==> config.mk <==
export PLATFORM = sky130hd
export DESIGN_NAME = icache_tag_array
export DESIGN_NICKNAME = d
export VERILOG_FILES = /design/src/source/icache_pkg.sv /design/src/source/icache_tag_array.sv
export SDC_FILE = /design/constraint.sdc
export NUM_CORES = 2
export LEC_CHECK = 0
export BUFFER_PORTS_ARGS = -buffer_cell sky130_fd_sc_hd__buf_4
export CORE_UTILIZATION = 64
export CTS_BUF_LIST = sky130_fd_sc_hd__clkbuf_4
export CTS_CLUSTER_SIZE = 24
export DETAILED_ROUTE_END_ITERATION = 7
export GPL_ROUTABILITY_DRIVEN = 0
export PLACE_DENSITY_LB_ADDON = 0.12
export SETUP_SLACK_MARGIN = 0.02
export SYNTH_ARGS = -nofsm -noshare
export SYNTH_HDL_FRONTEND = slang
export SYNTH_SLANG_ARGS = --single-unit
==> constraint.sdc <==
create_clock -name clk -period 5.6 [get_ports clk]
set_input_delay 0.56 -clock clk [delete_from_list [all_inputs] [get_ports clk]]
set_output_delay 0.56 -clock clk [all_outputs]
set_load 0.005 [all_outputs]
==> src/source/icache_pkg.sv <==
// Address views, widths, FSM states and array write requests shared by all I-cache RTL files
package icache_pkg;

   localparam int IC_AW         = 32;                       // Physical address bits
   localparam int IC_P_LINE     = 5;                        // 32-byte lines
   localparam int IC_P_SETS     = 6;                        // 64 sets
   localparam int IC_P_WIN      = 3;                        // 8-byte fetch window
   localparam int IC_TAG_W      = IC_AW - IC_P_SETS - IC_P_LINE;
   localparam int IC_WIN_W      = 8 << IC_P_WIN;
   localparam int AXI_DW        = 64;
   localparam int IC_P_BEATS    = IC_P_LINE - IC_P_WIN;     // One R beat per window
   localparam int IC_BEATS      = 1 << IC_P_BEATS;
   localparam int IC_SETS       = 1 << IC_P_SETS;
   localparam int IC_WAY_MASK_W = 4;                        // Up to four ways

   // Tag compare view of an address
   typedef struct packed {
      logic [IC_TAG_W-1:0]  tag;
      logic [IC_P_SETS-1:0] set;
      logic [IC_P_LINE-1:0] offset;
   } icache_lookup_t;

   // Line and beat view, used for payload indexing and the burst address
   typedef struct packed {
      logic [IC_AW-IC_P_LINE-1:0] line;
      logic [IC_P_BEATS-1:0]      beat;
      logic [IC_P_WIN-1:0]        byte_idx;
   } icache_refill_t;

   typedef union packed {
      icache_lookup_t lookup;
      icache_refill_t refill;
   } icache_addr_u;

   typedef enum logic [2:0] {
      S_BOOT       = 3'd0,
      S_IDLE       = 3'd1,
      S_REPLACE    = 3'd2,
      S_REFILL     = 3'd3,
      S_INVALIDATE = 3'd4
   } icache_state_e;

   typedef struct packed {
      logic                     en;
      logic [IC_P_SETS-1:0]     set;
      logic [IC_TAG_W-1:0]      tag;
      logic                     valid;
      logic [IC_WAY_MASK_W-1:0] way;   // One bit per way, low bits only
   } tag_wr_t;

   typedef struct packed {
      logic [IC_WIN_W/8-1:0]    be;    // Zero means no write
      logic [IC_P_SETS-1:0]     set;
      logic [IC_P_BEATS-1:0]    beat;
      logic [IC_WIN_W-1:0]      data;
      logic [IC_WAY_MASK_W-1:0] way;
   } data_wr_t;

endpackage

==> src/source/icache_tag_array.sv <==
// Tag and valid storage per way with synchronous read, stage-2 tag compare and hit encoding
`timescale 1ns/1ps

module icache_tag_array
#(
   parameter int P_WAYS = 1
)
(
   input  logic                                  clk,
   input  logic                                  arst_n_i,
   input  logic                                  rd_en_i,
   input  logic [icache_pkg::IC_P_SETS-1:0]      rd_set_i,
   input  icache_pkg::icache_addr_u              cmp_addr_i,
   input  icache_pkg::tag_wr_t                   wr_i,
   output logic [(1<<P_WAYS)-1:0]                hit_o,
   output logic [P_WAYS-1:0]                     hit_way_o
);

   import icache_pkg::*;

   localparam int WAYS = 1 << P_WAYS;

   genvar w;

   generate
      for (w = 0; w < WAYS; w = w + 1)
         begin : gen_way
            logic [IC_TAG_W:0]    mem [IC_SETS];   // {tag, valid}
            logic [IC_TAG_W-1:0]  rd_tag_q;
            logic                 rd_v_q;
            logic [IC_P_SETS-1:0] rd_set_q;
            logic                 wr_en;

            assign wr_en = wr_i.en & wr_i.way[w];

            always_ff @(posedge clk)
               begin
                  if (wr_en)
                     mem[wr_i.set] <= {wr_i.tag, wr_i.valid};
               end

            // Read port keeps its set so that later writes to it show up in stage 2
            always_ff @(posedge clk or negedge arst_n_i)
               begin
                  if (!arst_n_i)
                     begin
                        rd_tag_q <= '0;
                        rd_v_q   <= 1'b0;
                        rd_set_q <= '0;
                     end
                  else if (rd_en_i)
                     begin
                        {rd_tag_q, rd_v_q} <= mem[rd_set_i];
                        rd_set_q           <= rd_set_i;
                     end
                  else if (wr_en && (wr_i.set == rd_set_q))
                     begin
                        rd_tag_q <= wr_i.tag;   // Refill or invalidate of the held set
                        rd_v_q   <= wr_i.valid;
                     end
               end

            assign hit_o[w] = rd_v_q & (rd_tag_q == cmp_addr_i.lookup.tag);
         end
   endgenerate

   // Lowest hitting way wins
   always_comb
      begin
         hit_way_o = '0;
         for (int i = WAYS - 1; i >= 0; i--)
            begin
               if (hit_o[i])
                  hit_way_o = P_WAYS'(i);
            end
      end

endmodule

==> flow_metrics.tcl <==
set metrics [dict create \
    core_sq_mm 0.171 \
    hold_start "wr_i[14]" \
    cts_tree "yes" \
    io_buffers 63 \
    maxCapViolCount 0 \
    grt_max_degree 97 \
    drt-total-wl_mm 303 \
    hold_viol 0 \
    antenna_found_initial 26 \
    fin_setup_tns_ns 0 \
    vias 58216 \
    layout_min_cycle_time_ns 3.92 \
    yosys.cell_types.count 58 \
    regArea_sq_mm 0.0858 \
    wl_per_cell_um 35.4 \
    clock_latency_ns 1.49 \
    synth-async-reset-ratio_pct 1.74 \
    synth_nets 5057 \
    finalCritPeriodShare_pct 70.0 \
    crit_fanout 2 \
    leakagePower_uw 0.0401 \
    grt_use_total_pct 35.5 \
    cts_root_buf "clkbuf_4" \
    crit_type "reg -> out" \
    avgSynthCellArea_sq_um 22.1 \
    synth_ff_type "edfxtp_1" \
    ys_ff_latch 2866 \
    area_growth_pct 12.1 \
    synth_cells 4983 \
    cp.required_ns 5.04 \
    synth_area_leaders "edfxtp_1, mux4_2, mux2i_1" \
    post_cts_resized 0 \
    yosysTopAreaCellShare_pct 76.6 \
    die_width_um 417 \
    nets 5854 \
    cts_sinks 2866 \
    first_pass_iters 8 \
    gr-total-overflow 0 \
    cts_made_buffers 703 \
    initial_core_util_pct 64.4 \
    worstHoldPathType "in -> reg" \
    yosysTopAreaCell "edfxtp_1" \
    critPathArrivalTime_ns 3.36 \
    drive_gt1_share_pct 35.7 \
    die_h_um 417 \
    fillers 10164 \
    drt_iter0_markers 8846 \
    clkTransAtPathRegs_ns 0.06 \
    grt_pass1_wl_mm 423 \
    clock_path_buffers 4 \
    ys_warn_count 0 \
    slew_headroom_pct 8.54 \
    fmax_mhz 255 \
    tightest_slew_ns 1.37 \
    fin_hold_ws_ns 0.102 \
    synth_area_sq_mm 0.110 \
    via_per_inst 6.80 \
    synth-seq-area-share_pct 77.8 \
    critPathLaunch "gen_way[0].rd_tag_q[1]" \
    post_cts_buffers 0 \
    slew_viol_final 0 \
    status "completed" \
    ir_worst_vdd_uv 265 \
    regToRegStartpoint "gen_way[1].mem[50][11]" \
    setup_viol 0 \
    dp_hpwl_mm 179 \
    drc 0 \
    rsz0062_at_grt "no" \
    num_io_pins 77 \
    fp-row-count 152 \
    final_antenna_net_count 0 \
    multiInputGateArea_sq_mm 0.0234 \
    grt_pass1_vias 57735 \
    h-tree-depth 6 \
    synth_edf_count 2816 \
    p_per_area_mw_per_mm2 344 \
    fin_skew_ns 0.140 \
    start_kind "flip-flop" \
    end_kind "output pin" \
    die_area_sq_mm 0.174 \
]
## final timing paths
check,depth (start not counted),endpoint,slack (ns)
worst max-delay path,6,hit_way_o,1.68
worst min-delay path,2,gen_way[0].mem[25][10],0.10
worst max register to register,5,gen_way[1].rd_tag_q[10],2.45
worst min register to register,1,gen_way[0].rd_v_q,0.52
max in group asynchronous,4,gen_way[1].rd_tag_q[11],5.03
min in group asynchronous,4,gen_way[1].rd_tag_q[10],0.27
## report_power, final
part	switching, uW	internal, uW	leakage (uW)
clock	7960	8590	0.00506
combinational	1480	801	0.00913
sequential	72.0	23700	0.0259
total	9520	33100	0.0401
## cell families after synthesis
family,after synthesis,synth area share [%]
flip-flops,2866,77.8
AND/OR/NAND/NOR,449,1.87
AO/OA/AOI/OAI,433,2.82
XOR/XNOR,48,0.381
buffers and inverters,287,1.42
multiplexers,900,15.7
## cell type report
type | instances | share of cell area, %
sequential | 2866 | 69.3
multi-input combinational | 1830 | 18.9
clock buffer | 1012 | 6.14
timing repair buffer | 371 | 2.61
tap | 2310 | 2.34
clock inverter | 154 | 0.650
inverter | 8 | 0.0243
antenna | 12 | 0.0243
## what timing repair did
item                                    4_1_cts  5_1_grt
endpoints found under the hold margin      2189        0
hold buffers                                 44        0
endpoints found under the setup margin        0        0
## metal layers
metal  vias to the layer above  share of wire (%)  track usage [%]
met5                         -              0.012                0
met3                       691                 12             9.18
met1                     30257                 35             48.4
met4                         6                5.6             18.9
li1                      23151                  -                -
met2                      4111                 47             53.4
## metrics by stage
step           utilization, %  setup slack (ns)  instances  instance area (sq um)  total power, uW
2_1_floorplan               -              2.38       4983                 110000            25400
3_3_place_gp             67.0              1.72       7341                 115000            26400
3_5_place_dp             67.0              1.68       7341                 115000            26400
4_1_cts                  72.2              1.68       8551                 124000            42700
5_1_grt                  72.2              1.68       8556                 124000            43900
6_report                 72.2              1.68       8563                 124000            42600
## synth_stat cells (15+ instances only)
cell      number
nor3_1        25
mux4_2       664
o32a_1        30
buf_2         71
nor2_1       205
clkbuf_1     118
o22ai_1       50
nand3_1       44
a31oi_1       19
dfrtp_1       50
a211oi_1      23
xor2_1        46
mux2i_1      199
o21ai_0       25
o211ai_1      21
a22oi_1      133
nor2b_1       22
nor4_1        15
nand2b_1      17
buf_4         42
nand2_1       71
buf_1         16
o221ai_1      18
buf_6         31
edfxtp_1    2816
a22o_1        15
a21oi_1       57
mux2_2        37
## placed cells by master, fill, tap and decap left out, drive strengths merged, types with 43 or more instances in the layout
cell         count
xor2            46
a21oi           57
nand2           71
a22oi          133
buf            328
o22ai           50
mux2i          199
nand3           44
dfrtp           50
nor2           205
clkinv         126
clkbuf        1012
dlygate4sd3     43
mux4           664
edfxtp        2816
## critical path, cell delays in order, from the launching register on
cell	delay, ns
dfrtp_1	0.44
xor2_1	0.16
nor4_1	0.46
nand4_1	0.14
nor2_1	0.45
nor3_1	0.09
buf_4	0.16
## sequential cells by signal, indices dropped and copies added, names as in the netlist
| name | flops |
|---|---|
| gen_way.mem | 2816 |
| gen_way.rd_tag_q | 42 |
| gen_way.rd_set_q | 6 |
| gen_way.rd_v_q | 2 |
No activity file was read; power rests on OpenSTA's default activity.
