==> config.mk <==
export PLATFORM = sky130hd
export DESIGN_NAME = icache_ctrl
export DESIGN_NICKNAME = d
export VERILOG_FILES = /design/src/source/icache_pkg.sv /design/src/source/icache_ctrl.sv
export SDC_FILE = /design/constraint.sdc
export NUM_CORES = 1
export LEC_CHECK = 0
export BUFFER_PORTS_ARGS = -buffer_cell sky130_fd_sc_hd__buf_4
export CORE_AREA = 2 2 222 224
export CTS_CLUSTER_DIAMETER = 40
export DETAILED_ROUTE_END_ITERATION = 12
export DIE_AREA = 0 0 224 226
export MAX_ROUTING_LAYER = met4
export PLACE_DENSITY_LB_ADDON = 0.12
export SKIP_CTS_REPAIR_TIMING = 1
export SLEW_MARGIN = 20
export SYNTH_ARGS = -nofsm -noshare
export SYNTH_HDL_FRONTEND = slang
export SYNTH_SLANG_ARGS = --single-unit
export TNS_END_PERCENT = 100
==> constraint.sdc <==
create_clock -name clk -period 5.75 [get_ports clk]
set_input_delay 0 -clock clk [delete_from_list [all_inputs] [get_ports clk]]
set_output_delay 0 -clock clk [all_outputs]
set_load 0.05 [all_outputs]
==> src/source/icache_pkg.sv <==
// Address views, widths, FSM states and array write requests shared by all I-cache RTL files
package icache_pkg;

   localparam int IC_AW         = 32;                       // Physical address bits
   localparam int IC_P_LINE     = 5;                        // 32-byte lines
   localparam int IC_P_SETS     = 6;                        // 64 sets
   localparam int IC_P_WIN      = 3;                        // 8-byte fetch window
   localparam int IC_TAG_W      = IC_AW - IC_P_SETS - IC_P_LINE;
   localparam int IC_WIN_W      = 8 << IC_P_WIN;
   localparam int AXI_DW        = 64;
   localparam int IC_P_BEATS    = IC_P_LINE - IC_P_WIN;     // One R beat per window
   localparam int IC_BEATS      = 1 << IC_P_BEATS;
   localparam int IC_SETS       = 1 << IC_P_SETS;
   localparam int IC_WAY_MASK_W = 4;                        // Up to four ways

   // Tag compare view of an address
   typedef struct packed {
      logic [IC_TAG_W-1:0]  tag;
      logic [IC_P_SETS-1:0] set;
      logic [IC_P_LINE-1:0] offset;
   } icache_lookup_t;

   // Line and beat view, used for payload indexing and the burst address
   typedef struct packed {
      logic [IC_AW-IC_P_LINE-1:0] line;
      logic [IC_P_BEATS-1:0]      beat;
      logic [IC_P_WIN-1:0]        byte_idx;
   } icache_refill_t;

   typedef union packed {
      icache_lookup_t lookup;
      icache_refill_t refill;
   } icache_addr_u;

   typedef enum logic [2:0] {
      S_BOOT       = 3'd0,
      S_IDLE       = 3'd1,
      S_REPLACE    = 3'd2,
      S_REFILL     = 3'd3,
      S_INVALIDATE = 3'd4
   } icache_state_e;

   typedef struct packed {
      logic                     en;
      logic [IC_P_SETS-1:0]     set;
      logic [IC_TAG_W-1:0]      tag;
      logic                     valid;
      logic [IC_WAY_MASK_W-1:0] way;   // One bit per way, low bits only
   } tag_wr_t;

   typedef struct packed {
      logic [IC_WIN_W/8-1:0]    be;    // Zero means no write
      logic [IC_P_SETS-1:0]     set;
      logic [IC_P_BEATS-1:0]    beat;
      logic [IC_WIN_W-1:0]      data;
      logic [IC_WAY_MASK_W-1:0] way;
   } data_wr_t;

endpackage

==> src/source/icache_ctrl.sv <==
// I-cache controller with boot sweep, miss refill over AXI, invalidate and the fetch window register
`timescale 1ns/1ps

module icache_ctrl
#(
   parameter int P_WAYS = 1
)
(
   input  logic                                         clk,
   input  logic                                         arst_n_i,
   input  icache_pkg::icache_addr_u                     fetch_addr_i,
   input  logic                                         kill_i,
   input  logic                                         inv_i,
   input  icache_pkg::icache_addr_u                     inv_addr_i,
   input  logic [(1<<P_WAYS)-1:0]                       hit_i,
   input  logic [P_WAYS-1:0]                            hit_way_i,
   input  logic [(1<<P_WAYS)-1:0][icache_pkg::IC_WIN_W-1:0] win_i,
   output logic                                         rd_en_o,
   output logic [icache_pkg::IC_P_SETS-1:0]             rd_set_o,
   output icache_pkg::icache_addr_u                     rd_addr_o,
   output icache_pkg::icache_addr_u                     cmp_addr_o,
   output icache_pkg::tag_wr_t                          tag_wr_o,
   output icache_pkg::data_wr_t                         data_wr_o,
   output logic                                         stall_o,
   output logic                                         op_stall_o,
   output logic [icache_pkg::IC_WIN_W-1:0]              ins_o,
   output logic                                         valid_o,
   output logic                                         ar_valid_o,
   input  logic                                         ar_ready_i,
   output logic [icache_pkg::IC_AW-1:0]                 ar_addr_o,
   output logic [7:0]                                   ar_len_o,
   input  logic                                         r_valid_i,
   output logic                                         r_ready_o,
   input  logic [icache_pkg::AXI_DW-1:0]                r_data_i,
   input  logic                                         r_last_i
);

   import icache_pkg::*;

   localparam int WAYS = 1 << P_WAYS;

   icache_state_e          state_q;
   icache_state_e          state_nxt;
   logic                   p_ce;
   logic                   s1_valid_q;
   logic                   s2_valid_q;
   icache_addr_u           s1_addr_q;
   icache_addr_u           s2_addr_q;
   icache_addr_u           inv_addr_q;
   logic                   inv_pend_q;
   logic [IC_P_SETS-1:0]   free_idx_q;   // Boot index and clock victim pointer
   logic [P_WAYS-1:0]      victim_q;
   logic [IC_P_BEATS-1:0]  beat_q;
   logic                   miss;
   logic                   hds_r;
   logic                   hds_r_last;
   logic                   get_beat;

   assign p_ce       = ~stall_o;
   assign miss       = s1_valid_q & ~|hit_i & ~kill_i;
   assign hds_r      = r_valid_i & r_ready_o;
   assign hds_r_last = hds_r & r_last_i;
   assign get_beat   = (s2_addr_q.refill.beat == beat_q);

   always_comb
      begin
         state_nxt = state_q;
         case (state_q)
            S_BOOT:
               if (&free_idx_q)
                  state_nxt = S_IDLE;
            S_IDLE:
               if (miss)
                  state_nxt = S_REPLACE;   // A miss goes first, the invalidate waits
               else if (inv_i | inv_pend_q)
                  state_nxt = S_INVALIDATE;
            S_REPLACE:
               state_nxt = S_REFILL;
            S_REFILL:
               if (hds_r_last)
                  state_nxt = S_IDLE;
            S_INVALIDATE:
               state_nxt = S_IDLE;
            default:
               state_nxt = S_IDLE;
         endcase
      end

   always_ff @(posedge clk or negedge arst_n_i)
      begin
         if (!arst_n_i)
            begin
               state_q    <= S_BOOT;
               free_idx_q <= '0;
               s1_valid_q <= 1'b0;
               s2_valid_q <= 1'b0;
               inv_pend_q <= 1'b0;
               beat_q     <= '0;
               ar_valid_o <= 1'b0;
            end
         else
            begin
               state_q    <= state_nxt;
               free_idx_q <= free_idx_q + 1'b1;
               inv_pend_q <= (inv_pend_q | inv_i) & (state_nxt != S_INVALIDATE);
               if (p_ce)
                  begin
                     s1_valid_q <= 1'b1;
                     s2_valid_q <= s1_valid_q & ~kill_i;
                  end
               if (state_q != S_REFILL)
                  beat_q <= '0;
               else if (hds_r)
                  beat_q <= beat_q + 1'b1;
               if (state_q == S_REPLACE)
                  ar_valid_o <= 1'b1;
               else if (ar_ready_i)
                  ar_valid_o <= 1'b0;
            end
      end

   always_ff @(posedge clk)
      begin
         if (p_ce)
            begin
               s1_addr_q <= fetch_addr_i;
               s2_addr_q <= s1_addr_q;
            end
         if (inv_i)
            inv_addr_q <= inv_addr_i;
         if (state_q == S_REPLACE)
            begin
               victim_q  <= free_idx_q[P_WAYS-1:0];
               ar_addr_o <= {s2_addr_q.refill.line, {IC_P_LINE{1'b0}}};
            end
         if (state_q == S_REFILL)
            begin
               if (hds_r && get_beat)
                  ins_o <= r_data_i;   // Critical beat straight from the bus
            end
         else if (p_ce)
            ins_o <= win_i[hit_way_i];
      end

   always_comb
      begin
         case (state_q)
            S_BOOT,
            S_REPLACE:    rd_set_o = free_idx_q;
            S_INVALIDATE: rd_set_o = inv_addr_q.lookup.set;
            default:      rd_set_o = fetch_addr_i.lookup.set;
         endcase
         rd_addr_o            = fetch_addr_i;
         rd_addr_o.lookup.set = rd_set_o;
      end

   always_comb
      begin
         tag_wr_o = '0;
         case (state_q)
            S_BOOT:
               begin
                  tag_wr_o.en  = 1'b1;
                  tag_wr_o.set = free_idx_q;
                  tag_wr_o.way = IC_WAY_MASK_W'((1 << WAYS) - 1);
               end
            S_REPLACE:
               begin
                  tag_wr_o.en    = 1'b1;
                  tag_wr_o.set   = s2_addr_q.lookup.set;
                  tag_wr_o.tag   = s2_addr_q.lookup.tag;
                  tag_wr_o.valid = 1'b1;
                  tag_wr_o.way   = IC_WAY_MASK_W'(1) << free_idx_q[P_WAYS-1:0];
               end
            S_INVALIDATE:
               begin
                  tag_wr_o.en  = 1'b1;   // Whole set goes invalid
                  tag_wr_o.set = inv_addr_q.lookup.set;
                  tag_wr_o.way = IC_WAY_MASK_W'((1 << WAYS) - 1);
               end
            default: ;
         endcase
      end

   assign data_wr_o.be   = {(IC_WIN_W/8){hds_r}};
   assign data_wr_o.set  = s2_addr_q.lookup.set;
   assign data_wr_o.beat = beat_q;
   assign data_wr_o.data = r_data_i;
   assign data_wr_o.way  = IC_WAY_MASK_W'(1) << victim_q;

   assign rd_en_o    = p_ce;
   assign cmp_addr_o = s1_addr_q;
   assign stall_o    = (state_q != S_IDLE);
   assign op_stall_o = inv_i | stall_o;
   assign valid_o    = s2_valid_q & ~stall_o;
   assign ar_len_o   = 8'(IC_BEATS - 1);
   assign r_ready_o  = (state_q == S_REFILL);

endmodule

==> summary.md, run 1 <==
| Metric | Value |
|---|---|
| Gr usage total | `12.4%` |
| Sequential share of the synthesized area | `roughly 63%` |
| Max-cap viol count | `0` |
| Largest net degree at the start of global routing | `73` |
| Number of flops mapped to enable cells by yosys | `about 160` |
| Number of synthesis warnings | `0` |
| Clock Skew | `about 0.014 ns` |
| Die area | `50600 µm²` |
| Maximum clock frequency | `between 200 and 300 MHz` |
| Crit path cell chain | `nand3b_4, buf_4, nor2_1, a21oi_1, dlygate4sd3_1` |
| Final Max Slew Viols | `0` |
| Internal Pwr Total | `0.00345 W` |
| Switching share of total power | `46.8%` |
| Nets | `1479` |
| Synthesis-to-finish area growth | `74.2%` |
| Critical Path Source | `state_q[0]$_DFF_PN0_` |
| Library cells used by synthesis | `34` |
| P per Cell Area | `455 nW/µm²` |
| Peak supply drop | `slightly below 300 µV` |
| Worst Hold Class | `primary input to flip-flop` |
| CTS tree | `yes` |
| Final Power | `0.00648 W` |
| Vias | `approximately 6.8k` |
| Clock root cell | `clkbuf_16` |
| Slew HR | `a little under 40%` |
| Worst Setup Path Type | `flip-flop to flip-flop` |
| Final ANT Viol Nets | `0` |
| Port bufs | `519` |
| Most instantiated cells after synthesis | `159 x edfxtp_1, 133 x buf_4, 74 x nor2_1` |
| DRC | `0` |
| Most instantiated library cell after synthesis | `edfxtp_1` |
| Flop pwr share | `31.9%` |
| Critical Path Max Stage Delay | `~0.95 ns` |
| Initial DRC Count | `roughly 270` |
| Clock slew at reported path FFs | `0.08 ns` |
| Netlist Area Pre-Place | `8190 µm²` |
| Startpoint types | `flip-flop` |
| Synth area leader | `edfxtp_1` |
| TritonCTS Buffers | `17` |
| Net Sw Power | `0.00303 W` |
| # rows | `81` |
| Worst r2r src | `state_q[0]$_DFF_PN0_` |
| Fillers | `5040` |
| DP HPWL | `between 20000 and 25000 µm` |
| Hold endpoint | `inv_addr_q[8]$_DFFE_PP_` |
| Reg2reg setup slack | `2.24 ns` |
| Mapped Cells | `between 600 and 700` |
| Post-synthesis register bit count | `around 170` |
| WP data arrival | `3.74 ns` |
| HP Start | `inv_addr_i[8]` |
| Die Y-Extent | `226 µm` |
| End of the worst register-to-register path | `ins_o[38]$_DFFE_PP_` |
| Pre-CTS setup slack | `2.33 ns` |
| H-tree depth | `4` |
| Crit share post-route | `61.0%` |
| Synth top area share | `approximately 58%` |
| GRT Residual Overflow | `0` |
| Worst-margin pin slew | `0.917 ns` |
| Synth area leaders | `edfxtp_1 58%, buf_4 12%, mux2i_1 8.6%, dfrtp_1 4.6%, a21oi_1 4.2%` |
| Mean Syn Cell Area | `13.0 µm²` |
| Max clock buf depth | `2` |
| CP required | `5.98 ns` |
| WHS Path Cells | `2` |
| Top_reg_cell synth | `edfxtp_1` |
| FFs w/ async S/R, synth | `8.62%` |
| Lkg Pwr | `6.25 nW` |
| Setup crit end kind | `flip-flop` |
| GP Congestion | `0.803` |
| # IOs | `around 560` |
| Via density | `about 3.7` |
| Routed len/inst | `17.9 µm` |
| Die Width | `224 µm` |
| Routed WL | `33100 µm` |
| Total core area | `48300 µm²` |
| Final Hold Fails | `0` |
| Initial Util | `between 10% and 20%` |
| Layout cell share with drive strength beyond 1 | `a little under half` |
| CP Max Fanout | `72` |
| First-pass GRT wire length | `42400 µm` |
| Outcome | `complete, no violations` |
| Final setup viols | `0` |
| Clock power share | `18.5%` |
| Vias in the first global route | `between 5k and 6k` |
| Initial antenna violation count | `1` |
| Final WS setup | `2.24 ns` |
| Clock sink count | `between 150 and 200` |
| Combinational share of power | `49.6%` |
| Worst-case reg-to-reg path depth | `5` |
| RSZ-0062 raised after global routing | `no` |
| Setup TNS | `0 ns` |
| Latest clock arrival within the worst-skew pair | `between 0.4 and 0.5 ns` |
| Crit-path slowest cell | `dfrtp_1` |
| DRT Pass-1 Iters | `4` |
| Min Clock Period, post-route | `about 3.5 ns` |
[cell type report]
class | count | area (µm²) | area share (%)
clock inverters | 12 | 116 | 0.816
inverters | 5 | 18.8 | 0.132
clock buffers | 20 | 467 | 3.27
repair buffers | 706 | 5750 | 40.3
flip-flops and latches | 174 | 5150 | 36.1
well taps | 622 | 778 | 5.46
multi-input cells | 308 | 1980 | 13.9
diodes | 1 | 2.50 | 0.0175
[cell families (layout without fill, tap and decap cells)]
logic type / count (synthesis) / in the layout / synth area share, %
compound gates: 91 / 91 / 6.51
xor+xnor: 8 / 8 / 0.855
fa+ha+maj: 1 / 1 / 0.153
buf+inv: 163 / 743 / 13.8
flops: 174 / 174 / 62.9
mux: 70 / 70 / 8.55
other cells: 2 / 18 / 0.0917
simple gates: 121 / 121 / 7.13
[metal layers]
| layer | vias to the layer above | GRT usage (%) | part of all wire, % |
|---|---|---|---|
| met1 | 3261 | 13.9 | 39 |
| li1 | 3268 | - | - |
| met4 | 0 | 4.77 | 1.8 |
| met5 | - | - | 0 |
| met3 | 24 | 3.83 | 5.1 |
| met2 | 202 | 20.6 | 54 |
[sequential cells by signal (all words and copies together), names as in the netlist]
signal,count
inv_addr_q,6
state_q,3
victim_q,1
beat_q,2
free_idx_q,6
ar_valid_o,1
cmp_addr_o,32
ar_addr_o,27
inv_pend_q,1
s2_addr_q,29
s2_valid_q,1
s1_valid_q,1
ins_o,64
[how the worst max path moves through the flow]
stage | end | slack, ns | cells past startpoint
floorplan | ins_o[0]$_DFFE_PP_ | 1.74 | 5
global placement | ins_o[6]$_DFFE_PP_ | 2.37 | 4
detailed placement | ins_o[6]$_DFFE_PP_ | 2.33 | 4
CTS | rd_en_o | 2.24 | 5
global route | ins_o[38]$_DFFE_PP_ | 1.92 | 5
finish | ins_o[38]$_DFFE_PP_ | 2.24 | 5
[power groups by stage]
stage                     logic, W  registers [W]  clock network, W
after floorplan            0.00130        0.00287                 0
after global placement     0.00310        0.00209                 0
after detailed placement   0.00309        0.00210                 0
after CTS                  0.00309        0.00207           0.00128
after global routing       0.00337        0.00211           0.00131
final                      0.00321        0.00207           0.00120
[placed cells by master (no fill, tap or decap), drive strengths merged, types with 3 or more instances in the layout]
master       synthesis  layout
buf                151     525
nand2b               5       5
nand3                4       4
a21oi               69      69
inv                  5      13
conb                 2      17
xnor2                6       6
mux2i               70      70
clkinv               0       4
clkbuf               7      20
nand2                5       5
dfrtp               15      15
nor2                74      74
edfxtp             159     159
o22a                11      11
and2                22      22
nand3b               3       3
a2bb2oi              6       6
dlygate4sd3          0     181
[stage by stage]
step                cells  hold WS [ns]  cell area (µm²)  utilization, %
global route         1848         0.189            14300            29.5
detailed placement   1634        -0.108            11900            24.6
finish               1848         0.233            14300            29.5
CTS                  1666        -0.677            12500            25.8
floorplan             645        -0.296             8250               -
global placement     1634        -0.111            11900            24.6
[critical path: cells and delay by family, from the launching register on]
family,cells,cell delay [ns]
and+or+nand+nor,2,0.98
DFF,1,0.95
AOI/OAI and AO/OA,1,0.06
buffers and inverters,2,1.21
(Power assumes the default switching activity.)
==> inputs of run 2 (changes only) <==
--- a/config.mk
+++ b/config.mk
@@ -5,11 +5,12 @@
 export SDC_FILE = /design/constraint.sdc
 export NUM_CORES = 1
 export LEC_CHECK = 0
+export ABC_AREA = 1
 export BUFFER_PORTS_ARGS = -buffer_cell sky130_fd_sc_hd__buf_4
-export CORE_AREA = 2 2 222 224
+export CORE_AREA = 2 2 218 220
 export CTS_CLUSTER_DIAMETER = 40
 export DETAILED_ROUTE_END_ITERATION = 12
-export DIE_AREA = 0 0 224 226
+export DIE_AREA = 0 0 220 222
 export MAX_ROUTING_LAYER = met4
 export PLACE_DENSITY_LB_ADDON = 0.12
 export SKIP_CTS_REPAIR_TIMING = 1
==> constraint.sdc (replaced) <==
create_clock -name clk -period 3.1 [get_ports clk]
set_input_delay 0 -clock clk [delete_from_list [all_inputs] [get_ports clk]]
set_output_delay 0 -clock clk [all_outputs]
set_load 0.05 [all_outputs]
==> run 2 against run 1 <==
Compared with the run above:
- total power is 91% higher
- combinational power is 100% higher
- fmax grew 18%
- sequential share of layout area down 0.73 points
- via count up 11%
- critical endpoint is now ins_o[25]$_DFFE_PP_
- largest cell class unchanged
==> summary.md, run 2 <==
| Metric | Value |
|---|---|
| Final Power | `0.0124 W (was 0.00648 W)` |
| Startpoint types | `flip-flop (unchanged)` |
| Switching share of total power | `48.0% (was 46.8%)` |
| Worst Setup Path Type | `flip-flop to flip-flop (unchanged)` |
| Max clock buf depth | `2 (unchanged)` |
| Net Sw Power | `0.00596 W (was 0.00303 W)` |
| Fillers | `4897 (was 5040)` |
| Synth area leaders | `edfxtp_1 57%, buf_4 12%, nand2_1 11%, o211ai_1 5.7%, dfrtp_1 4.5% (was edfxtp_1 58%, buf_4 12%, mux2i_1 8.6%, dfrtp_1 4.6%, a21oi_1 4.2%)` |
| H-tree depth | `4 (unchanged)` |
| Reg with most FFs | `ins_o (unchanged)` |
| CP Max Fanout | `65 (was 72)` |
| Setup TNS | `0 ns (unchanged)` |
| Peak supply drop | `924 µV (was 294 µV)` |
| Most frequent CP cell | `dlygate4sd3_1` |
| Port bufs | `519 (unchanged)` |
| Commonest non-fill, non-tap cells in the layout | `526 x buf_4, 243 x nand2_1, 190 x dlygate4sd3_1, 159 x edfxtp_1, 98 x inv_1 (was 525 x buf_4, 181 x dlygate4sd3_1, 159 x edfxtp_1, 73 x nor2_1, 70 x mux2i_1)` |
| Top delay family on crit path | `buffers and inverters (unchanged)` |
| Synthesis-to-finish area growth | `74.0% (was 74.2%)` |
| Gr usage total | `13.2% (was 12.4%)` |
| Most instantiated cells after synthesis | `245 x nand2_1, 159 x edfxtp_1, 129 x buf_4 (was 159 x edfxtp_1, 133 x buf_4, 74 x nor2_1)` |
| Pre-CTS setup slack | `0.975 ns (was 2.33 ns)` |
| Reg area | `5150 µm² (unchanged)` |
| Clock root cell | `clkbuf_16 (unchanged)` |
| Library cells used by synthesis | `20 (was 34)` |
| Netlist Area Pre-Place | `8370 µm² (was 8190 µm²)` |
| Fin Hold WS | `0.244 ns (was 0.233 ns)` |
| Vias in the first global route | `6692 (was 5810)` |
| Final Max Slew Viols | `0 (unchanged)` |
| # IOs | `563 (unchanged)` |
| First-pass GRT wire length | `44800 µm (was 42400 µm)` |
| Top_reg_cell synth | `edfxtp_1 (unchanged)` |
| Worst-margin pin slew | `0.937 ns (was 0.917 ns)` |
| Critical Path Max Stage Delay | `0.63 ns (was 0.95 ns)` |
| Post-synthesis register bit count | `174 (unchanged)` |
| Routed WL | `32900 µm (was 33100 µm)` |
| Crit-path slowest cell | `buf_4 (was dfrtp_1)` |
| GRT Residual Overflow | `0 (unchanged)` |
| Largest net degree at the start of global routing | `79 (was 73)` |
| Lkg Pwr | `6.61 nW (was 6.25 nW)` |
| Combinational share of power | `52.0% (was 49.6%)` |
| Crit path cell chain | `inv_2, nor2_2, nand2_2, buf_4, o211ai_1, dlygate4sd3_1, nand2_1, dlygate4sd3_1 (was nand3b_4, buf_4, nor2_1, a21oi_1, dlygate4sd3_1)` |
| Outcome | `complete, no violations (unchanged)` |
| GP Congestion | `0.815 (was 0.803)` |
| DRT Pass-1 Iters | `5 (was 4)` |
| WP data arrival | `3.33 ns (was 3.74 ns)` |
| Clock power share | `17.5% (was 18.5%)` |
| Sequential share of the synthesized area | `61.5% (was 62.9%)` |
| Total core area | `46300 µm² (was 48300 µm²)` |
| DRC | `0 (unchanged)` |
| Die Y-Extent | `222 µm (was 226 µm)` |
| # rows | `79 (was 81)` |
| Synth top area share | `57.0% (was 58.3%)` |
| Vias | `7518 (was 6755)` |
| Max-cap viol count | `0 (unchanged)` |
| Internal Pwr Total | `0.00645 W (was 0.00345 W)` |
| Latest clock arrival within the worst-skew pair | `0.48 ns (was 0.49 ns)` |
| Via density | `3.71 (was 3.66)` |
| Die Width | `220 µm (was 224 µm)` |
| Clock Skew | `0.0102 ns (was 0.0142 ns)` |
| Final setup viols | `0 (unchanged)` |
| Multi-input logic area | `1840 µm² (was 1980 µm²)` |
| Die area | `48800 µm² (was 50600 µm²)` |
| Core Util, Final | `31.5% (was 29.5%)` |
| Crit share post-route | `96.2% (was 61.0%)` |
| Crit path buffers/inverters | `4 (was 2)` |
| Mean Syn Cell Area | `10.3 µm² (was 13.0 µm²)` |
| Max reg flops | `64 (unchanged)` |
| Initial DRC Count | `326 (was 268)` |
| Worst Hold Class | `primary input to flip-flop (unchanged)` |
| Setup crit end kind | `flip-flop (unchanged)` |
| Min Clock Period, post-route | `2.98 ns (was 3.51 ns)` |
| Layout cell share with drive strength beyond 1 | `39.7% (was 46.0%)` |
| Number of synthesis warnings | `0 (unchanged)` |
| TritonCTS Buffers | `17 (unchanged)` |
| Mapped Cells | `816 (was 630)` |
| Final Hold Fails | `0 (unchanged)` |
| CTS tree | `yes (unchanged)` |
| Maximum clock frequency | `335 MHz (was 285 MHz)` |
| Initial Util | `18.1% (was 16.9%)` |
| DP HPWL | `24300 µm (about the same)` |
| Ant. Diodes | `0 (was 1)` |
| CP required | `3.45 ns (was 5.98 ns)` |
| Initial antenna violation count | `0 (was 1)` |
| Clock sink count | `174 (unchanged)` |
| Number of flops mapped to enable cells by yosys | `159 (unchanged)` |
| Clock slew at reported path FFs | `0.07 ns (was 0.08 ns)` |
| Final WS setup | `0.117 ns (was 2.24 ns)` |
| Most instantiated library cell after synthesis | `nand2_1 (was edfxtp_1)` |
| P per Cell Area | `852 nW/µm² (was 455 nW/µm²)` |
| Routed len/inst | `16.2 µm (was 17.9 µm)` |
| Flop pwr share | `30.5% (was 31.9%)` |
| FFs w/ async S/R, synth | `8.62% (unchanged)` |
| Final ANT Viol Nets | `0 (unchanged)` |
| Slew HR | `37.5% (was 38.9%)` |
| Synth area leader | `edfxtp_1 (unchanged)` |
| Nets | `1676 (was 1479)` |
| Commonest non-fill, non-tap cell in the layout | `buf_4 (unchanged)` |
[run 2: cell type report]
class,count,share of cell area [%]
Tap cell,607,5.22
Clock buffer,18,2.95
Inverter,102,2.63
Timing Repair Buffer,717,40.3
Clock inverter,14,0.919
Sequential cell,174,35.4
Multi-Input combinational cell,397,12.6
[run 2: per-stage QoR]
stage          std cells  cell area [µm²]
2_1_floorplan        831             8450
3_3_place_gp        1807            12100
3_5_place_dp        1807            12100
4_1_cts             1839            12700
5_1_grt             2029            14600
6_report            2029            14600
[run 2: power groups by stage]
stage,registers [W],logic [W],clock network [W]
global placement,0.00383,0.00623,0
detailed placement,0.00384,0.00622,0
CTS,0.00379,0.00623,0.00229
global route,0.00386,0.00679,0.00235
floorplan,0.00542,0.00260,0
finish,0.00378,0.00646,0.00217
[run 2: path summary, 6_finish.rpt]
| check | startpoint | endpoint | slack (ns) | cells past startpoint |
|---|---|---|---|---|
| max in group asynchronous | arst_n_i | beat_q[1]$_DFFE_PN0P_ | 1.81 | 3 |
| worst min-delay path | fetch_addr_i[3] | cmp_addr_o[3]$_DFFE_PP_ | 0.24 | 2 |
| worst max-delay path | state_q[1]$_DFF_PN0_ | ins_o[25]$_DFFE_PP_ | 0.12 | 8 |
| worst max register to register | state_q[1]$_DFF_PN0_ | ins_o[25]$_DFFE_PP_ | 0.12 | 8 |
| min in group asynchronous | arst_n_i | free_idx_q[1]$_DFF_PN0_ | 0.74 | 3 |
| worst min register to register | s2_addr_q[22]$_DFFE_PP_ | ar_addr_o[22]$_DFFE_PN_ | 0.44 | 0 |
[run 2: worst reg2reg max path: stages (launching register included)]
cell and delay [ns]:
dfrtp_1 0.44, inv_2 0.11, nor2_2 0.06, nand2_2 0.10
buf_4 0.63, o211ai_1 0.29, dlygate4sd3_1 0.62, nand2_1 0.06
dlygate4sd3_1 0.54
[run 2: per-layer routing]
| layer | up-vias | routed length (µm) | part of all wire, % | global-route usage [%] |
|---|---|---|---|---|
| met5 | - | 0 | 0 | - |
| met1 | 3569 | 12600 | 38 | 14.5 |
| met4 | 0 | 598 | 1.8 | 5.35 |
| met2 | 223 | 18100 | 55 | 23.1 |
| li1 | 3699 | - | - | - |
| met3 | 27 | 1570 | 4.8 | 2.98 |
[run 2: cell families after synthesis]
kind of cell	after synthesis	share of synthesized area [%]
XOR/XNOR	4	0.418
flip-flops	174	61.5
AO/OA/AOI/OAI	74	6.34
adder cells (fa/ha/maj)	1	0.149
AND/OR/NAND/NOR	301	13.9
buffers and inverters	260	17.6
other	2	0.0897
